<file path="src/xvid_pkg.sv">
`default_nettype none

package xvid_pkg;

    localparam int WORD_W          = 16;               // vram and register word
    localparam int VRAM_AW         = 12;               // vram word address bits
    localparam int VRAM_WORDS      = 1 << VRAM_AW;     // 4096 words
    localparam int PIX_PER_WORD    = 4;                // 4-bit pixels per word
    localparam int VRAM_RD_LATENCY = 1;                // registered read port

    typedef logic [WORD_W-1:0]  word_t;
    typedef logic [VRAM_AW-1:0] vram_addr_t;
    typedef logic [11:0]        rgb_t;                 // {r, g, b} nibbles
    typedef logic [3:0]         color_t;               // palette index
    typedef logic [1:0]         intr_t;                // one bit per source

    // host visible register numbers
    typedef enum logic [3:0] {
        REG_WR_ADDR   = 4'h0,
        REG_RD_ADDR   = 4'h1,
        REG_DATA      = 4'h2,
        REG_XR_ADDR   = 4'h3,
        REG_XR_DATA   = 4'h4,
        REG_INT_CTRL  = 4'h5,
        REG_LINE_INTR = 4'h6
    } reg_num_t;

    // bit positions in intr_t
    typedef enum logic [0:0] {
        INTR_VBLANK = 1'b0,
        INTR_LINE   = 1'b1
    } intr_src_e;

endpackage

`default_nettype wire

</file>
<file path="src/vram_bus_if.sv">
`default_nettype none
`timescale 1ns/1ps

// register unit to arbiter, sel held until ack
interface vram_bus_if;
    import xvid_pkg::*;

    logic       sel;        // request pending
    logic       wr;         // 1 = write, 0 = prefetch read
    vram_addr_t addr;
    word_t      wr_data;
    logic       ack;        // one cycle, rd_data valid here
    word_t      rd_data;

    modport regs (output sel, wr, addr, wr_data, input ack, rd_data);
    modport arb  (input sel, wr, addr, wr_data, output ack, rd_data);

endinterface

`default_nettype wire

</file>
<file path="src/bus_regs.sv">
`default_nettype none
`timescale 1ns/1ps

module bus_regs (
    input  wire logic               clk,
    input  wire logic               reset_i,
    input  wire logic               bus_sel_i,
    input  wire logic               bus_rd_nwr_i,
    input  wire logic [3:0]         bus_reg_num_i,
    input  wire logic               bus_bytesel_i,
    input  wire logic [7:0]         bus_data_i,
    input  wire xvid_pkg::intr_t    int_status_i,
    output logic      [7:0]         bus_data_o,
    vram_bus_if.regs                vram,
    output logic                    pal_wr_o,
    output xvid_pkg::color_t        pal_addr_o,
    output xvid_pkg::rgb_t          pal_data_o,
    output xvid_pkg::intr_t         int_mask_o,
    output xvid_pkg::intr_t         int_clear_o,
    output logic      [7:0]         line_cmp_o
);
    import xvid_pkg::*;

    reg_num_t   reg_num;
    logic [7:0] hi_byte;        // even byte waiting for its odd half
    word_t      wr_word;        // full word on odd byte write
    word_t      rd_word;        // readback of addressed register
    word_t      wr_addr;        // full 16 bits kept for readback
    word_t      rd_addr;
    word_t      xr_addr;        // low nibble picks palette entry
    word_t      rd_latch;       // prefetched vram word
    word_t      req_addr;
    logic       wr_even;
    logic       wr_odd;
    logic       rd_strobe;
    logic       rd_data_odd;    // odd byte read of DATA
    logic       req_wr;
    logic       vram_req;       // start a vram access

    assign reg_num     = reg_num_t'(bus_reg_num_i);
    assign wr_word     = {hi_byte, bus_data_i};
    assign wr_even     = bus_sel_i && !bus_rd_nwr_i && !bus_bytesel_i;
    assign wr_odd      = bus_sel_i && !bus_rd_nwr_i && bus_bytesel_i;
    assign rd_strobe   = bus_sel_i && bus_rd_nwr_i;
    assign rd_data_odd = rd_strobe && bus_bytesel_i && (reg_num == REG_DATA);

    assign req_wr   = wr_odd && (reg_num == REG_DATA);
    assign vram_req = req_wr || (wr_odd && reg_num == REG_RD_ADDR) || rd_data_odd;

    always_comb begin
        if (req_wr) begin
            req_addr = wr_addr;
        end else if (reg_num == REG_RD_ADDR) begin
            req_addr = wr_word;             // prefetch from new read address
        end else begin
            req_addr = rd_addr + 1'b1;      // next word after odd DATA read
        end
    end

    always_comb begin
        case (reg_num)
            REG_WR_ADDR:   rd_word = wr_addr;
            REG_RD_ADDR:   rd_word = rd_addr;
            REG_DATA:      rd_word = rd_latch;
            REG_XR_ADDR:   rd_word = xr_addr;
            REG_INT_CTRL:  rd_word = {6'b0, int_mask_o, 6'b0, int_status_i};
            REG_LINE_INTR: rd_word = {8'h00, line_cmp_o};
            default:       rd_word = '0;    // XR_DATA write only
        endcase
    end

    always_ff @(posedge clk) begin
        if (reset_i) begin
            wr_addr     <= '0;
            rd_addr     <= '0;
            xr_addr     <= '0;
            line_cmp_o  <= '0;
            int_mask_o  <= '0;
            int_clear_o <= '0;
            pal_wr_o    <= 1'b0;
            vram.sel    <= 1'b0;
            bus_data_o  <= '0;
        end else begin
            int_clear_o <= '0;                  // strobes last one cycle
            pal_wr_o    <= 1'b0;
            if (vram.ack) begin
                vram.sel <= 1'b0;
            end
            if (wr_even && reg_num == REG_INT_CTRL) begin
                int_mask_o <= bus_data_i[1:0];  // mask takes effect on even byte
            end
            if (wr_odd) begin
                case (reg_num)
                    REG_WR_ADDR:   wr_addr <= wr_word;
                    REG_RD_ADDR:   rd_addr <= wr_word;
                    REG_DATA:      wr_addr <= wr_addr + 1'b1;
                    REG_XR_ADDR:   xr_addr <= wr_word;
                    REG_XR_DATA: begin
                        pal_wr_o     <= 1'b1;
                        xr_addr[3:0] <= xr_addr[3:0] + 1'b1;    // wraps in 16 entries
                    end
                    REG_INT_CTRL:  int_clear_o <= bus_data_i[1:0];  // write 1 to clear
                    REG_LINE_INTR: line_cmp_o <= bus_data_i;
                    default: ;
                endcase
            end
            if (rd_strobe) begin
                bus_data_o <= bus_bytesel_i ? rd_word[7:0] : rd_word[15:8];
            end
            if (rd_data_odd) begin
                rd_addr <= rd_addr + 1'b1;
            end
            if (vram_req) begin
                vram.sel <= 1'b1;
            end
        end
    end

    always_ff @(posedge clk) begin
        if (wr_even) begin
            hi_byte <= bus_data_i;
        end
        if (wr_odd && reg_num == REG_XR_DATA) begin
            pal_addr_o <= xr_addr[3:0];
            pal_data_o <= wr_word[11:0];    // top nibble ignored
        end
        if (vram_req) begin
            vram.wr      <= req_wr;
            vram.addr    <= vram_addr_t'(req_addr);
            vram.wr_data <= wr_word;
        end
        if (vram.ack && !vram.wr) begin
            rd_latch <= vram.rd_data;
        end
    end

    // host spacing keeps one access in flight at most
    a_one_req: assert property (@(posedge clk) disable iff (reset_i)
        vram_req |-> !vram.sel);

endmodule

`default_nettype wire

</file>
<file path="src/flat_wrapper.sv">
// flat-port wrapper written by rule: the top's interface ports become plain ports
module bus_regs_flat import xvid_pkg::*;
  (clk, reset_i, bus_sel_i, bus_rd_nwr_i, bus_reg_num_i, bus_bytesel_i, bus_data_i, int_status_i, bus_data_o, pal_wr_o, pal_addr_o, pal_data_o, int_mask_o, int_clear_o, line_cmp_o, vram_sel, vram_wr, vram_addr, vram_wr_data, vram_ack, vram_rd_data);
  vram_bus_if vram_i ();
  input  wire logic clk;
  input  wire logic reset_i;
  input  wire logic bus_sel_i;
  input  wire logic bus_rd_nwr_i;
  input  wire logic [3:0] bus_reg_num_i;
  input  wire logic bus_bytesel_i;
  input  wire logic [7:0] bus_data_i;
  input  wire xvid_pkg::intr_t int_status_i;
  output logic      [7:0] bus_data_o;
  output logic pal_wr_o;
  output xvid_pkg::color_t pal_addr_o;
  output xvid_pkg::rgb_t pal_data_o;
  output xvid_pkg::intr_t int_mask_o;
  output xvid_pkg::intr_t int_clear_o;
  output logic      [7:0] line_cmp_o;
  output wire logic [$bits(vram_i.sel)-1:0] vram_sel;
  output wire logic [$bits(vram_i.wr)-1:0] vram_wr;
  output wire logic [$bits(vram_i.addr)-1:0] vram_addr;
  output wire logic [$bits(vram_i.wr_data)-1:0] vram_wr_data;
  input wire logic [$bits(vram_i.ack)-1:0] vram_ack;
  input wire logic [$bits(vram_i.rd_data)-1:0] vram_rd_data;
  assign vram_sel = vram_i.sel;
  assign vram_wr = vram_i.wr;
  assign vram_addr = vram_i.addr;
  assign vram_wr_data = vram_i.wr_data;
  assign vram_i.ack = vram_ack;
  assign vram_i.rd_data = vram_rd_data;
  bus_regs u_core (.clk(clk), .reset_i(reset_i), .bus_sel_i(bus_sel_i), .bus_rd_nwr_i(bus_rd_nwr_i), .bus_reg_num_i(bus_reg_num_i), .bus_bytesel_i(bus_bytesel_i), .bus_data_i(bus_data_i), .int_status_i(int_status_i), .bus_data_o(bus_data_o), .vram(vram_i), .pal_wr_o(pal_wr_o), .pal_addr_o(pal_addr_o), .pal_data_o(pal_data_o), .int_mask_o(int_mask_o), .int_clear_o(int_clear_o), .line_cmp_o(line_cmp_o));
endmodule
</file>
<file path="config.mk">
export PLATFORM = sky130hd
export DESIGN_NAME = bus_regs_flat
export DESIGN_NICKNAME = d
export VERILOG_FILES = /design/src/xvid_pkg.sv /design/src/vram_bus_if.sv /design/src/bus_regs.sv /design/src/flat_wrapper.sv
export SDC_FILE = /design/constraint.sdc
export NUM_CORES = 1
export LEC_CHECK = 0
export BUFFER_PORTS_ARGS = -buffer_cell sky130_fd_sc_hd__buf_2
export CAP_MARGIN = 20
export CORE_UTILIZATION = 35
export DETAILED_ROUTE_END_ITERATION = 8
export SLEW_MARGIN = 40
export SYNTH_ARGS = -nofsm -noshare
export SYNTH_HDL_FRONTEND = slang
export SYNTH_SLANG_ARGS = --single-unit
</file>
<file path="constraint.sdc">
create_clock -name clk -period 3.01 [get_ports clk]
set_input_delay 0.301 -clock clk [delete_from_list [all_inputs] [get_ports clk]]
set_output_delay 0.301 -clock clk [all_outputs]
set_load 0.03 [all_outputs]
</file>
# After elaboration in Yosys (flattened, before gate mapping)

Index checks and enable logic that the tools add are counted.

Input port bits: 36
Output and inout port bits: 67
Bits in registers: 139
Word-level logic and storage cells: 69

Add/subtract/negate cells: 3
Equal/unequal tests: 6
Multiplexer cells: 12
Reductions and logical operators: 29
Bitwise gates (word level): 2

Operators by type and width:

| operator                | count |
|---|---|
| $pmux W16 S6            | 1 |
| $mux W16                | 3 |
| $add A16 B1 Y16 const B | 2 |
| $pmux W16 S2            | 1 |
| $mux W12                | 2 |
| $eq A4 B3 Y1 const B    | 3 |
| $logic_and A1 B1 Y1     | 11 |
| $reduce_and A2 Y1       | 5 |
| $reduce_bool A2 Y1      | 5 |
| $eq A4 B2 Y1 const B    | 2 |
| $mux W8                 | 1 |
| $pmux W4 S2             | 1 |
| $add A4 B1 Y4 const B   | 1 |
| $eq A4 B1 Y1 const B    | 1 |
| $logic_not A4 Y1        | 1 |
| $logic_not A1 Y1        | 3 |
| $mux W1                 | 3 |
| $reduce_or A3 Y1        | 1 |
| $logic_or A1 B1 Y1      | 2 |
| $not A1 Y1              | 2 |
| $reduce_or A2 Y1        | 1 |

# Depth between registers and ports, before layout

Gate-level depths: netlist (run 1).

Depth after elaboration: 7
Mapped depth: 8
Depth with buffers taken out: 6

# Worst setup path after synthesis (run 1)

No wires, ideal clock.

Path kind: input to register
Start point: input port bus_reg_num_i[3]
End point: register u_core.vram.addr[0] (enable)
Arrival time: 2.131 ns
Setup slack: 0.490 ns
Cell stages on the path: 5
Data required time: 2.620 ns
Path buffers: 2
Library setup time: 0.390 ns
Cell sequence: buf_2 -> or4b_4 -> clkbuf_1 -> o21ai_0 -> and3_1

Word-level cells in the longest chain between the ends: 4
Elaborated cells on any way between the ends: 7
Those cells by class: 2 x eq/ne; 5 x reduce/logical

Ends and longest elaborated chain:

| what                                         | line                                           | text |
|---|---|---|
| start, declared                              | flat_wrapper.sv:9                              | `input wire logic [3:0] bus_reg_num_i;` |
| $eq A4 B2 Y1 or $eq A4 B1 Y1 (tied branches) | bus_regs.sv:45, bus_regs.sv:47, bus_regs.sv:48 |  |
| $logic_and A1 B1 Y1 (on tied branches)       | bus_regs.sv:47, bus_regs.sv:48                 |  |
| $logic_or A1 B1 Y1                           | bus_regs.sv:48                                 | `assign vram_req = req_wr \|\| (wr_odd && reg_num == REG_RD_ADDR) \|\| rd_data_odd;` |
| $logic_or A1 B1 Y1 *                         | bus_regs.sv:48                                 |  |
| via u_core.vram_req                          | bus_regs.sv:38                                 | `logic vram_req;` |
| end signal, assigned                         | bus_regs.sv:129                                | `vram.addr <= vram_addr_t'(req_addr);` |
| end, declared                                | vram_bus_if.sv:15                              | `modport regs (output sel, wr, addr, wr_data, input ack, rd_data);` |

The timed path passes the listed nets; every way through them passes the cells marked *.
A chain may end at the register's enable or synchronous reset.

# Worst setup path after layout (run 1)

Start point: register u_core.rd_addr[0]
End point: register u_core.vram.addr[10] (data pin)

Word-level cells in the longest chain between the ends: 3

Ends and longest elaborated chain:

| what                    | line            | text |
|---|---|---|
| start, declared         | bus_regs.sv:29  | `word_t rd_addr;` |
| start signal, assigned  | bus_regs.sv:95  | `REG_RD_ADDR: rd_addr <= wr_word;` |
| start signal, assigned  | bus_regs.sv:111 | `rd_addr <= rd_addr + 1'b1;` |
| $add A16 B1 Y16         | bus_regs.sv:56  | `req_addr = rd_addr + 1'b1;` |
| $mux W12                | bus_regs.sv:53  | `end else if (reg_num == REG_RD_ADDR) begin` |
| $mux W12                | bus_regs.sv:51  | `if (req_wr) begin` |
| via u_core.req_addr[10] | bus_regs.sv:32  | `word_t req_addr;` |

The timed path passes the listed nets, and every way through them passes these cells.

==> flow_summary.json, run 1 <==
{
  "routabilityCongestion": 0.900,
  "reg2reg_depth": 6,
  "clock_latency_ns": 0.42,
  "final_cell_mix": "102 x buf_2, 70 x dfxtp_1, 69 x nor2_1, 69 x edfxtp_1",
  "fin_crit_ns": 2.17,
  "max_slew_margin_pct": 49.7,
  "cts_setup_buffers": 0,
  "die_h_um": 137,
  "timing_worst_setup_path_type": "flop to flop",
  "drive_above_1_share_pct": 22.3,
  "synth_cells": 613,
  "synth_nets": 652,
  "setup_tns_ns": 0,
  "fin_worst_skew_ns": 0.00921,
  "finalNetCount": 744,
  "wl_met3_um": 1750,
  "path_max_fanout": 7,
  "final_common_cell": "buf_2",
  "crit_path_end_kind": "flop",
  "grt_pass1_vias": 5121,
  "met2_length_um": 9030,
  "clk_pin_slew_worst_paths_ns": 0.06,
  "fillers": 1744,
  "irDropWorstVdd_mv": 0.364,
  "r2r_slack_ns": 0.84,
  "required_ns": 3.16,
  "min_delay_path_depth": 1,
  "wire_per_inst_um": 21.2,
  "area_delta_synth_final_pct": 21.1,
  "crit_path_end": "u_core.vram.addr[10]$_DFFE_PP_",
  "synthArstFlopShare_pct": 0,
  "dp.cells": 915,
  "row_count": 49,
  "cap_violations": 0,
  "ys_warn_count": 0,
  "rsz0062_at_grt": "no",
  "fmax_mhz": 460,
  "critPathLaunchType": "flop",
  "grt_overflow_total": 0,
  "dpl_cell_area_mm2": 0.00711,
  "port-buffer-count": 102,
  "synth_area_per_cell_um2": 10.4,
  "grt_usage_pct": 22.4,
  "yosysUniqueCellTypes": 63,
  "via_per_inst": 5.66,
  "netlist_area_mm2": 0.00639,
  "die_area_mm2": 0.0188,
  "synth_edf_count": 69,
  "dr.pass1.iters": 6,
  "clock_path_buffers": 2,
  "yosysSeqAreaShare_pct": 54.3,
  "status": "finished clean",
  "r2r_start": "u_core.rd_addr[0]$_SDFFE_PP0P_",
  "hold_buffers": 0,
  "fin_crit_sh_pct": 72.2,
  "routed.top_layer": "met4",
  "powerDensity_mw_per_mm2": 583,
  "worstMarginPinSlew_ns": 0.755,
  "fin_area_mm2": 0.00774,
  "cts.sinks": 139,
  "diodes": 0,
  "cts.root.buffer_cell": "clkbuf_16",
  "drc_errors": 0,
  "post_cts_resized": 0,
  "coreArea_mm2": 0.0179,
  "drv_slew": 0,
  "crit_start": "u_core.rd_addr[0]$_SDFFE_PP0P_",
  "final-hold-violation-count": 0,
  "synthFlopType": "dfxtp_1",
  "die_w_um": 137,
  "vias": 5360,
  "drt-met1-wl_um": 8670,
  "setup_viol": 0,
  "cp.arrival_ns": 2.32,
  "grt_pass1_wl_um": 30200,
  "utilization_pct": 43.3,
  "drt_iter0_markers": 532,
  "ant_nets": 0,
  "cts_made_buffers": 17,
  "grt_start_max_net_pins": 34,
  "drt-total-wl_um": 20100,
  "io_pins": 103,
  "hpwl_um": 14300,
  "fin_cells": 947,
  "reg2reg_to": "u_core.vram.addr[10]$_DFFE_PP_",
  "antenna_found_initial": 0,
  "hp-class": "input pin to flop",
  "floorplan.initialDensity_pct": 35.7,
  "ys_seq_elements": 139,
  "p_leak_nw": 2.86,
  "htreeDepth": 4,
  "cts_tree": "done"
}
==> state kept, by name (all words and copies together), names as in the netlist <==
| signal | cells |
|---|---|
| u_core.rd_addr | 16 |
| u_core.rd_latch | 16 |
| u_core.vram.wr_data | 16 |
| u_core.wr_addr | 16 |
| u_core.xr_addr | 16 |
| u_core.pal_data_o | 12 |
| u_core.vram.addr | 12 |
| u_core.bus_data_o | 8 |
| u_core.hi_byte | 8 |
| u_core.line_cmp_o | 8 |
| u_core.pal_addr_o | 4 |
| u_core.int_clear_o | 2 |
| u_core.int_mask_o | 2 |
| u_core.pal_wr_o | 1 |
| u_core.vram.sel | 1 |
| u_core.vram.wr | 1 |
==> metrics by stage <==
stage          setup WS (ns)  total power [W]  hold WS, ns
2_1_floorplan          0.490          0.00219        0.400
5_1_grt                0.683          0.00467       0.0292
4_1_cts                0.865          0.00455       0.0305
6_report               0.837          0.00452       0.0495
3_5_place_dp           0.685          0.00230        0.461
3_3_place_gp           0.664          0.00229        0.468
==> worst min-delay path by stage <==
stage,slack (ns),to,startpoint
final,0.05,u_core.rd_latch[5]$_DFFE_PP_,vram_rd_data[5]
after global routing,0.03,u_core.rd_latch[3]$_DFFE_PP_,vram_rd_data[3]
after CTS,0.03,u_core.rd_latch[5]$_DFFE_PP_,vram_rd_data[5]
after detailed placement,0.46,u_core.bus_data_o[6]$_SDFFE_PP0N_,u_core.bus_data_o[6]$_SDFFE_PP0N_
after global placement,0.47,u_core.bus_data_o[5]$_SDFFE_PP0N_,u_core.bus_data_o[5]$_SDFFE_PP0N_
after floorplan,0.40,u_core.hi_byte[0]$_DFFE_PP_,bus_data_i[0]
==> worst max-delay path, stage by stage, from the launching register on <==
cell and delay (ns):
dfxtp_1 0.48, ha_1 0.28, nand3_1 0.21, nor2_1 0.40, nand3_1 0.15, xor2_1 0.26
a21oi_1 0.12
==> Yosys cell counts (8+ instances only) <==
cell type,number,area [µm²]
nand2_1,41,154
o21ai_0,30,150
a211oi_1,14,105
inv_1,11,41.3
a21oi_1,41,205
a22oi_1,13,97.6
mux2i_1,41,410
a31oi_1,8,50.1
clkbuf_1,23,86.3
xnor2_1,8,70.1
dfxtp_1,70,1400
nand3_1,24,120
a32o_1,8,80.1
nor2_1,69,259
buf_2,18,90.1
edfxtp_1,69,2070
==> final cells by class <==
class / count / area (µm²) / area share, %
inverters: 11 / 41.3 / 0.533
clock inverters: 14 / 208 / 2.68
well taps: 229 / 287 / 3.70
flip-flops and latches: 139 / 3470 / 44.9
multi-input cells: 419 / 2680 / 34.6
repair buffers: 117 / 623 / 8.05
clock buffers: 18 / 429 / 5.54
==> per-layer routing <==
metal	vias to the layer above	GRT usage [%]
met5	-	0
met4	0	9.52
met3	39	5.19
met2	268	34.4
met1	2546	30.0
li1	2507	-
==> kinds of logic (layout without fill, tap and decap cells) <==
| kind of cell | after synthesis | in the layout | synth area share [%] |
|---|---|---|---|
| and+or+nand+nor | 191 | 191 | 14.9 |
| AOI/OAI and AO/OA | 171 | 171 | 18.3 |
| DFF | 139 | 139 | 54.3 |
| buffers and inverters | 55 | 160 | 3.70 |
| muxes | 41 | 41 | 6.42 |
| xor gates and xnor gates | 13 | 13 | 1.78 |
| adders and majority gates | 3 | 3 | 0.587 |
==> where the power goes <==
part / switching, W / internal, W
combinational: 0.000161 / 0.0000718
sequential: 0.0000250 / 0.00200
clock: 0.000848 / 0.00141
No activity file was read; power rests on OpenSTA's default activity.
==> run 2, diff against run 1 <==
- ABC_AREA: unset -> 1
- clock period: 3.01 -> 1.8 ns (I/O delays scaled with it)
==> run 2 against run 1 <==
  * Setup slack got worse by 0.64 ns
  * Clock skew fell by 0.0011 ns
  * Synthesized cell count rose by 37%
  * Area after synthesis rose by 4.1%
  * Hold slack got worse by 0.036 ns
  * Non-clock buffer count rose by 46
  * Via count rose by 17%
  * Highest routed layer unchanged
==> flow_summary.json, run 2 <==
{
  "yosysSeqAreaShare_pct": 52.2,
  "max_stage_delay_ns": 0.43,
  "path_max_fanout": 5,
  "routabilityCongestion": 0.932,
  "clk_pin_slew_worst_paths_ns": 0.06,
  "timing_worst_setup_path_type": "flop to flop",
  "grt_overflow_total": 0,
  "setup_viol": 0,
  "dr.pass1.iters": 8,
  "fin_crit_ns": 1.60,
  "diodes": 0,
  "synth_top_area_share_pct": 31.1,
  "clock_latency_ns": 0.43,
  "fmax_mhz": 624,
  "antenna_found_initial": 0,
  "grt_start_max_net_pins": 39,
  "final_cell_mix": "207 x nand2_1, 102 x buf_2, 88 x nor2_1, 88 x nand3_1, 77 x inv_1",
  "reg2reg_to": "u_core.vram.addr[9]$_DFFE_PP_",
  "grt_use_met2_pct": 32.8,
  "drt_iter0_markers": 534,
  "final_common_cell": "nand2_1",
  "synthFlopType": "dfxtp_1",
  "cts_setup_buffers": 0,
  "cp.arrival_ns": 1.88,
  "clock_path_buffers": 2,
  "met3_usage_pct": 4.44,
  "irDropWorstVdd_mv": 0.704,
  "die_area_mm2": 0.0196,
  "grt_pass1_wl_um": 32100,
  "powerDensity_mw_per_mm2": 850,
  "row_count": 50,
  "port-buffer-count": 102,
  "hpwl_um": 15100,
  "synth_edf_count": 69,
  "drive_above_1_share_pct": 20.0,
  "max_slew_margin_pct": 57.2,
  "grt_busiest_layer": "met2",
  "grt_pass1_vias": 5608,
  "final-hold-violation-count": 0,
  "drv_slew": 0,
  "cts_tree": "done",
  "utilization_pct": 44.9,
  "grt_usage_pct": 22.0,
  "use_met1_pct": 30.9,
  "p_leak_nw": 3.52,
  "worstMarginPinSlew_ns": 0.640,
  "min_from": "bus_data_i[6]",
  "floorplan.initialDensity_pct": 35.6,
  "min_to": "u_core.pal_data_o[6]$_DFFE_PP_",
  "ys_warn_count": 0,
  "setup_tns_ns": 0,
  "ant_nets": 0,
  "yosysMostFrequentCell": "nand2_1",
  "synth_cells": 842,
  "fillers": 1851,
  "crit_buf_inv": 0,
  "status": "finished clean",
  "yosysUniqueCellTypes": 32,
  "crit_family": "simple AND/OR/NAND/NOR gates",
  "cts_made_buffers": 17,
  "ys_seq_elements": 139,
  "required_ns": 2.08,
  "area_delta_synth_final_pct": 26.1,
  "fin_worst_skew_ns": 0.00816,
  "coreArea_mm2": 0.0187,
  "via_per_inst": 5.09,
  "synth_nets": 881,
  "slowest_stage": "dfxtp_1",
  "hp-class": "input pin to flop",
  "yosys.area.top_type": "edfxtp_1",
  "finalNetCount": 1028,
  "crit_chain": "nand2_1 -> nor2_1 -> nand2_1 -> nor2_2 -> xor2_1 -> nand2_1 -> a21oi_1",
  "drc_errors": 0,
  "synth_area_per_cell_um2": 7.91,
  "die_h_um": 140,
  "fin_crit_sh_pct": 89.1,
  "r2r_start": "u_core.rd_addr[3]$_SDFFE_PP0P_",
  "crit_start": "u_core.rd_addr[3]$_SDFFE_PP0P_",
  "cts.sinks": 139,
  "r2r_slack_ns": 0.20,
  "crit_top_cell": "nand2_1",
  "crit_path_end_kind": "flop",
  "wire_per_inst_um": 17.1,
  "cap_violations": 0,
  "cts.root.buffer_cell": "clkbuf_16",
  "io_pins": 103,
  "synthArstFlopShare_pct": 0,
  "ys_top_cells_by_area": "edfxtp_1 31%, dfxtp_1 21%, nand2_1 12%",
  "ys_top_cells_by_count": "207 x nand2_1, 91 x nor2_1, 89 x nand3_1",
  "reg2reg_depth": 7,
  "drt-total-wl_um": 21100,
  "htreeDepth": 4,
  "min_delay_path_depth": 1,
  "rsz0062_at_grt": "no",
  "die_w_um": 140,
  "netlist_area_mm2": 0.00666,
  "vias": 6289,
  "critPathLaunchType": "flop"
}
[run 2: changes by cell type after synthesis, sizes merged, moves of 10 or more]
cell / previous run / this run
nand2: 41 / 209
nor2: 72 / 95
nand3: 24 / 90
clkbuf: 23 / 13
o21ai: 32 / 75
mux2i: 41 / 0
a22oi: 13 / 0
a211oi: 14 / 1
a21oi: 43 / 66
inv: 11 / 84
[run 2: worst reg2reg max path: cells and delay by family (launching register included)]
family	cells	cell delay [ns]
flip-flops	1	0.43
AO/OA/AOI/OAI	1	0.13
XOR/XNOR	1	0.24
AND/OR/NAND/NOR	5	0.65
[run 2: per-layer routing]
metal	vias to the layer above	part of all wire (%)	routed length, µm
li1	3095	-	-
met1	2865	45	9570
met2	289	43	9130
met3	40	8.2	1740
met4	0	3.0	634
met5	-	0	0
[run 2: layout make-up]
class                           count  area, µm²  area share, %
Timing Repair Buffer              163       1050           12.5
Inverter                           84        315           3.76
Clock buffer                       18        429           5.11
Sequential cell                   139       3480           41.4
Clock inverter                     14        119           1.42
Tap cell                          234        293           3.49
Multi-Input combinational cell    584       2720           32.3
[run 2: cell families after synthesis]
logic type      count (synthesis)  synth area share, %
simple gates                  412                 26.2
compound gates                156                 12.1
flops                         139                 52.2
buf+inv                       119                 7.25
xor+xnor                       13                 1.71
fa+ha+maj                       3                0.564
[run 2: worst max path at each step]
stage	end	slack (ns)	depth (start not counted)
finish	u_core.vram.addr[9]$_DFFE_PP_	0.20	7
global route	u_core.vram.addr[10]$_DFFE_PP_	0.02	8
CTS	u_core.vram.addr[8]$_DFFE_PP_	0.14	7
detailed placement	u_core.vram.wr_data[0]$_DFFE_PP_	0.12	8
global placement	u_core.vram.wr_data[1]$_DFFE_PP_	0.14	8
floorplan	u_core.vram.addr[0]$_DFFE_PP_	0.01	8
[run 2: what timing repair did]
item / CTS / global route
hold endpoints to repair: 19 / 0
hold buffers: 17 / 0
gates resized for setup: 0 / 5
setup endpoints to repair: 0 / 3
[run 2: where the power goes]
part | switching, W | total [W] | leakage, nW | internal, W
Combinational | 0.000301 | 0.000452 | 2.05 | 0.000151
Clock | 0.00139 | 0.00329 | 0.272 | 0.00190
Sequential | 0.0000427 | 0.00340 | 1.20 | 0.00335
Total | 0.00174 | 0.00714 | 3.52 | 0.00540
[run 2: per-stage QoR]
stage	power (W)	instance area, µm²	hold slack, ns	worst slack, ns	std cells
5_1_grt	0.00736	8400	0.0197	0.0152	1236
3_5_place_dp	0.00388	7670	0.358	0.118	1187
6_report	0.00714	8400	0.0138	0.196	1236
3_3_place_gp	0.00388	7670	0.357	0.142	1187
4_1_cts	0.00718	8380	0.00428	0.137	1236
2_1_floorplan	0.00367	6660	0.279	0.0116	842
==> run 3, diff against run 2 <==
- CORE_UTILIZATION: 35 -> 51
- GPL_ROUTABILITY_DRIVEN: unset -> 0
- PLACE_DENSITY: unset -> 0.76
==> run 3 against run 2 <==
  * Non-clock buffer count is 1 lower
  * Sequential share of layout area is 0.54 points higher
  * Sequential power hardly changed
  * Power is 2.3% lower
  * Hold slack better by 0.0018 ns
  * Sequential cell count stayed put
  * Die area is 31% lower
  * Via count is 0.33% higher
==> flow_summary.json, run 3 (synthesis results as in run 2) <==
{
  "max_stage_delay_ns": 0.45,
  "cts_tree": "done",
  "dp.cells": 1123,
  "grt_start_max_net_pins": 39,
  "clock_latency_ns": 0.43,
  "setup_viol": 0,
  "finalNetCount": 1027,
  "timing_worst_setup_path_type": "flop to flop",
  "drt-met1-wl_um": 7980,
  "cts_made_buffers": 17,
  "required_ns": 2.08,
  "die_w_um": 116,
  "fin_crit_ns": 1.69,
  "pre_cts_slack_ns": 0.0981,
  "drt-total-wl_um": 19300,
  "met2_length_um": 8660,
  "final_common_cell": "nand2_1",
  "drive_above_1_share_pct": 19.4,
  "clock_path_buffers": 2,
  "hp-class": "input pin to flop",
  "cts.sinks": 139,
  "port-buffer-count": 102,
  "worstMarginPinSlew_ns": 0.537,
  "die_h_um": 116,
  "crit_path_end_kind": "flop",
  "antenna_found_initial": 0,
  "p_leak_nw": 3.48,
  "clk_pin_slew_worst_paths_ns": 0.06,
  "final-hold-violation-count": 0,
  "switchingPower_w": 0.00168,
  "drc_errors": 0,
  "hpwl_um": 13700,
  "critPathLaunchType": "flop",
  "swShare_pct": 24.1,
  "power.internal_w": 0.00530,
  "via_per_inst": 5.38,
  "die_area_mm2": 0.0135,
  "grt_pass1_vias": 5624,
  "fmax_mhz": 593,
  "row_count": 41,
  "clkPwrFrac_pct": 45.0,
  "floorplan.initialDensity_pct": 52.5,
  "status": "finished clean",
  "path_max_fanout": 5,
  "dr.pass1.iters": 6,
  "cap_violations": 0,
  "io_pins": 103,
  "powerDensity_mw_per_mm2": 842,
  "cp.arrival_ns": 1.97,
  "setup_slack_ns": 0.114,
  "drt_iter0_markers": 700,
  "coreArea_mm2": 0.0127,
  "combPwrFrac_pct": 6.4,
  "p_total_w": 0.00698,
  "vias": 6310,
  "p_seq_share_pct": 48.7,
  "area_delta_synth_final_pct": 24.5,
  "ant_nets": 0,
  "crit_chain": "nand3_1 -> inv_1 -> nand2_1 -> nor2_1 -> xor2_1 -> nand2_1 -> a21oi_1",
  "cts.root.buffer_cell": "clkbuf_16",
  "setup_tns_ns": 0,
  "grt_pass1_wl_um": 29900,
  "wire_per_inst_um": 16.4,
  "final_cell_mix": "207 x nand2_1, 102 x buf_2, 89 x nor2_1",
  "irDropWorstVdd_mv": 0.840,
  "fillers": 1076,
  "grt_usage_pct": 30.4,
  "fin_worst_skew_ns": 0.00946,
  "slowest_stage": "dfxtp_1",
  "drv_slew": 0,
  "htreeDepth": 4,
  "fin_crit_sh_pct": 93.7,
  "routed.top_layer": "met4",
  "diodes": 0,
  "rsz0062_at_grt": "no",
  "wl_met3_um": 1910,
  "crit_top_cell": "nand2_1",
  "max_slew_margin_pct": 64.1,
  "grt_overflow_total": 0,
  "fin_cells": 1173
}
## run 3: cell type report
class / count / area (µm²) / area share [%]
flip-flops and latches: 139 / 3480 / 41.9
multi-input cells: 584 / 2710 / 32.7
repair buffers: 162 / 1040 / 12.6
clock buffers: 22 / 454 / 5.48
inverters: 84 / 315 / 3.80
well taps: 172 / 215 / 2.60
clock inverters: 10 / 72.6 / 0.876
## run 3: critical path: cells and delay by family, from the launching register on
kind / cells / cell delay [ns]
flip-flops: 1 / 0.45
AO/OA/AOI/OAI: 1 / 0.15
AND/OR/NAND/NOR: 4 / 0.56
XOR/XNOR: 1 / 0.28
buffers and inverters: 1 / 0.09
## run 3: path summary, 6_finish.rpt
path                                                           to  depth (start not counted)  slack, ns                               from
worst max register to register      u_core.vram.addr[9]$_DFFE_PP_                          7       0.11     u_core.rd_addr[2]$_SDFFE_PP0P_
worst min register to register  u_core.bus_data_o[2]$_SDFFE_PP0N_                          2       0.46  u_core.bus_data_o[2]$_SDFFE_PP0N_
worst min-delay path                 u_core.vram.sel$_SDFFE_PP0P_                          4       0.02                           vram_ack
worst max-delay path                u_core.vram.addr[9]$_DFFE_PP_                          7       0.11     u_core.rd_addr[2]$_SDFFE_PP0P_
## run 3: power by group through the flow
stage | sequential, W | clock [W] | combinational (W)
final | 0.00340 | 0.00314 | 0.000443
after global routing | 0.00340 | 0.00330 | 0.000481
after CTS | 0.00339 | 0.00315 | 0.000434
after detailed placement | 0.00346 | 0 | 0.000403
after global placement | 0.00346 | 0 | 0.000400
after floorplan | 0.00347 | 0 | 0.000204
## run 3: repair_timing
item	4_1_cts	5_1_grt
setup endpoints to repair	0	2
resized for setup	0	4
endpoints found under the hold margin	21	0
buffers inserted	0	0
hold buffers	18	0
## run 3: routing by layer
layer / global-route usage, % / vias up
met1: 40.8 / 2821
li1: - / 3084
met4: 15.7 / 0
met3: 7.01 / 53
met2: 46.0 / 352
met5: 0 / -
## run 3: stage by stage
| stage | utilization (%) | cell area (µm²) | hold slack (ns) |
|---|---|---|---|
| after global placement | 59.8 | 7570 | 0.357 |
| final | 65.4 | 8290 | 0.0156 |
| after detailed placement | 59.8 | 7570 | 0.358 |
| after CTS | 65.4 | 8280 | 0.00962 |
| after global routing | 65.4 | 8290 | 0.0141 |
| after floorplan | - | 6660 | 0.279 |
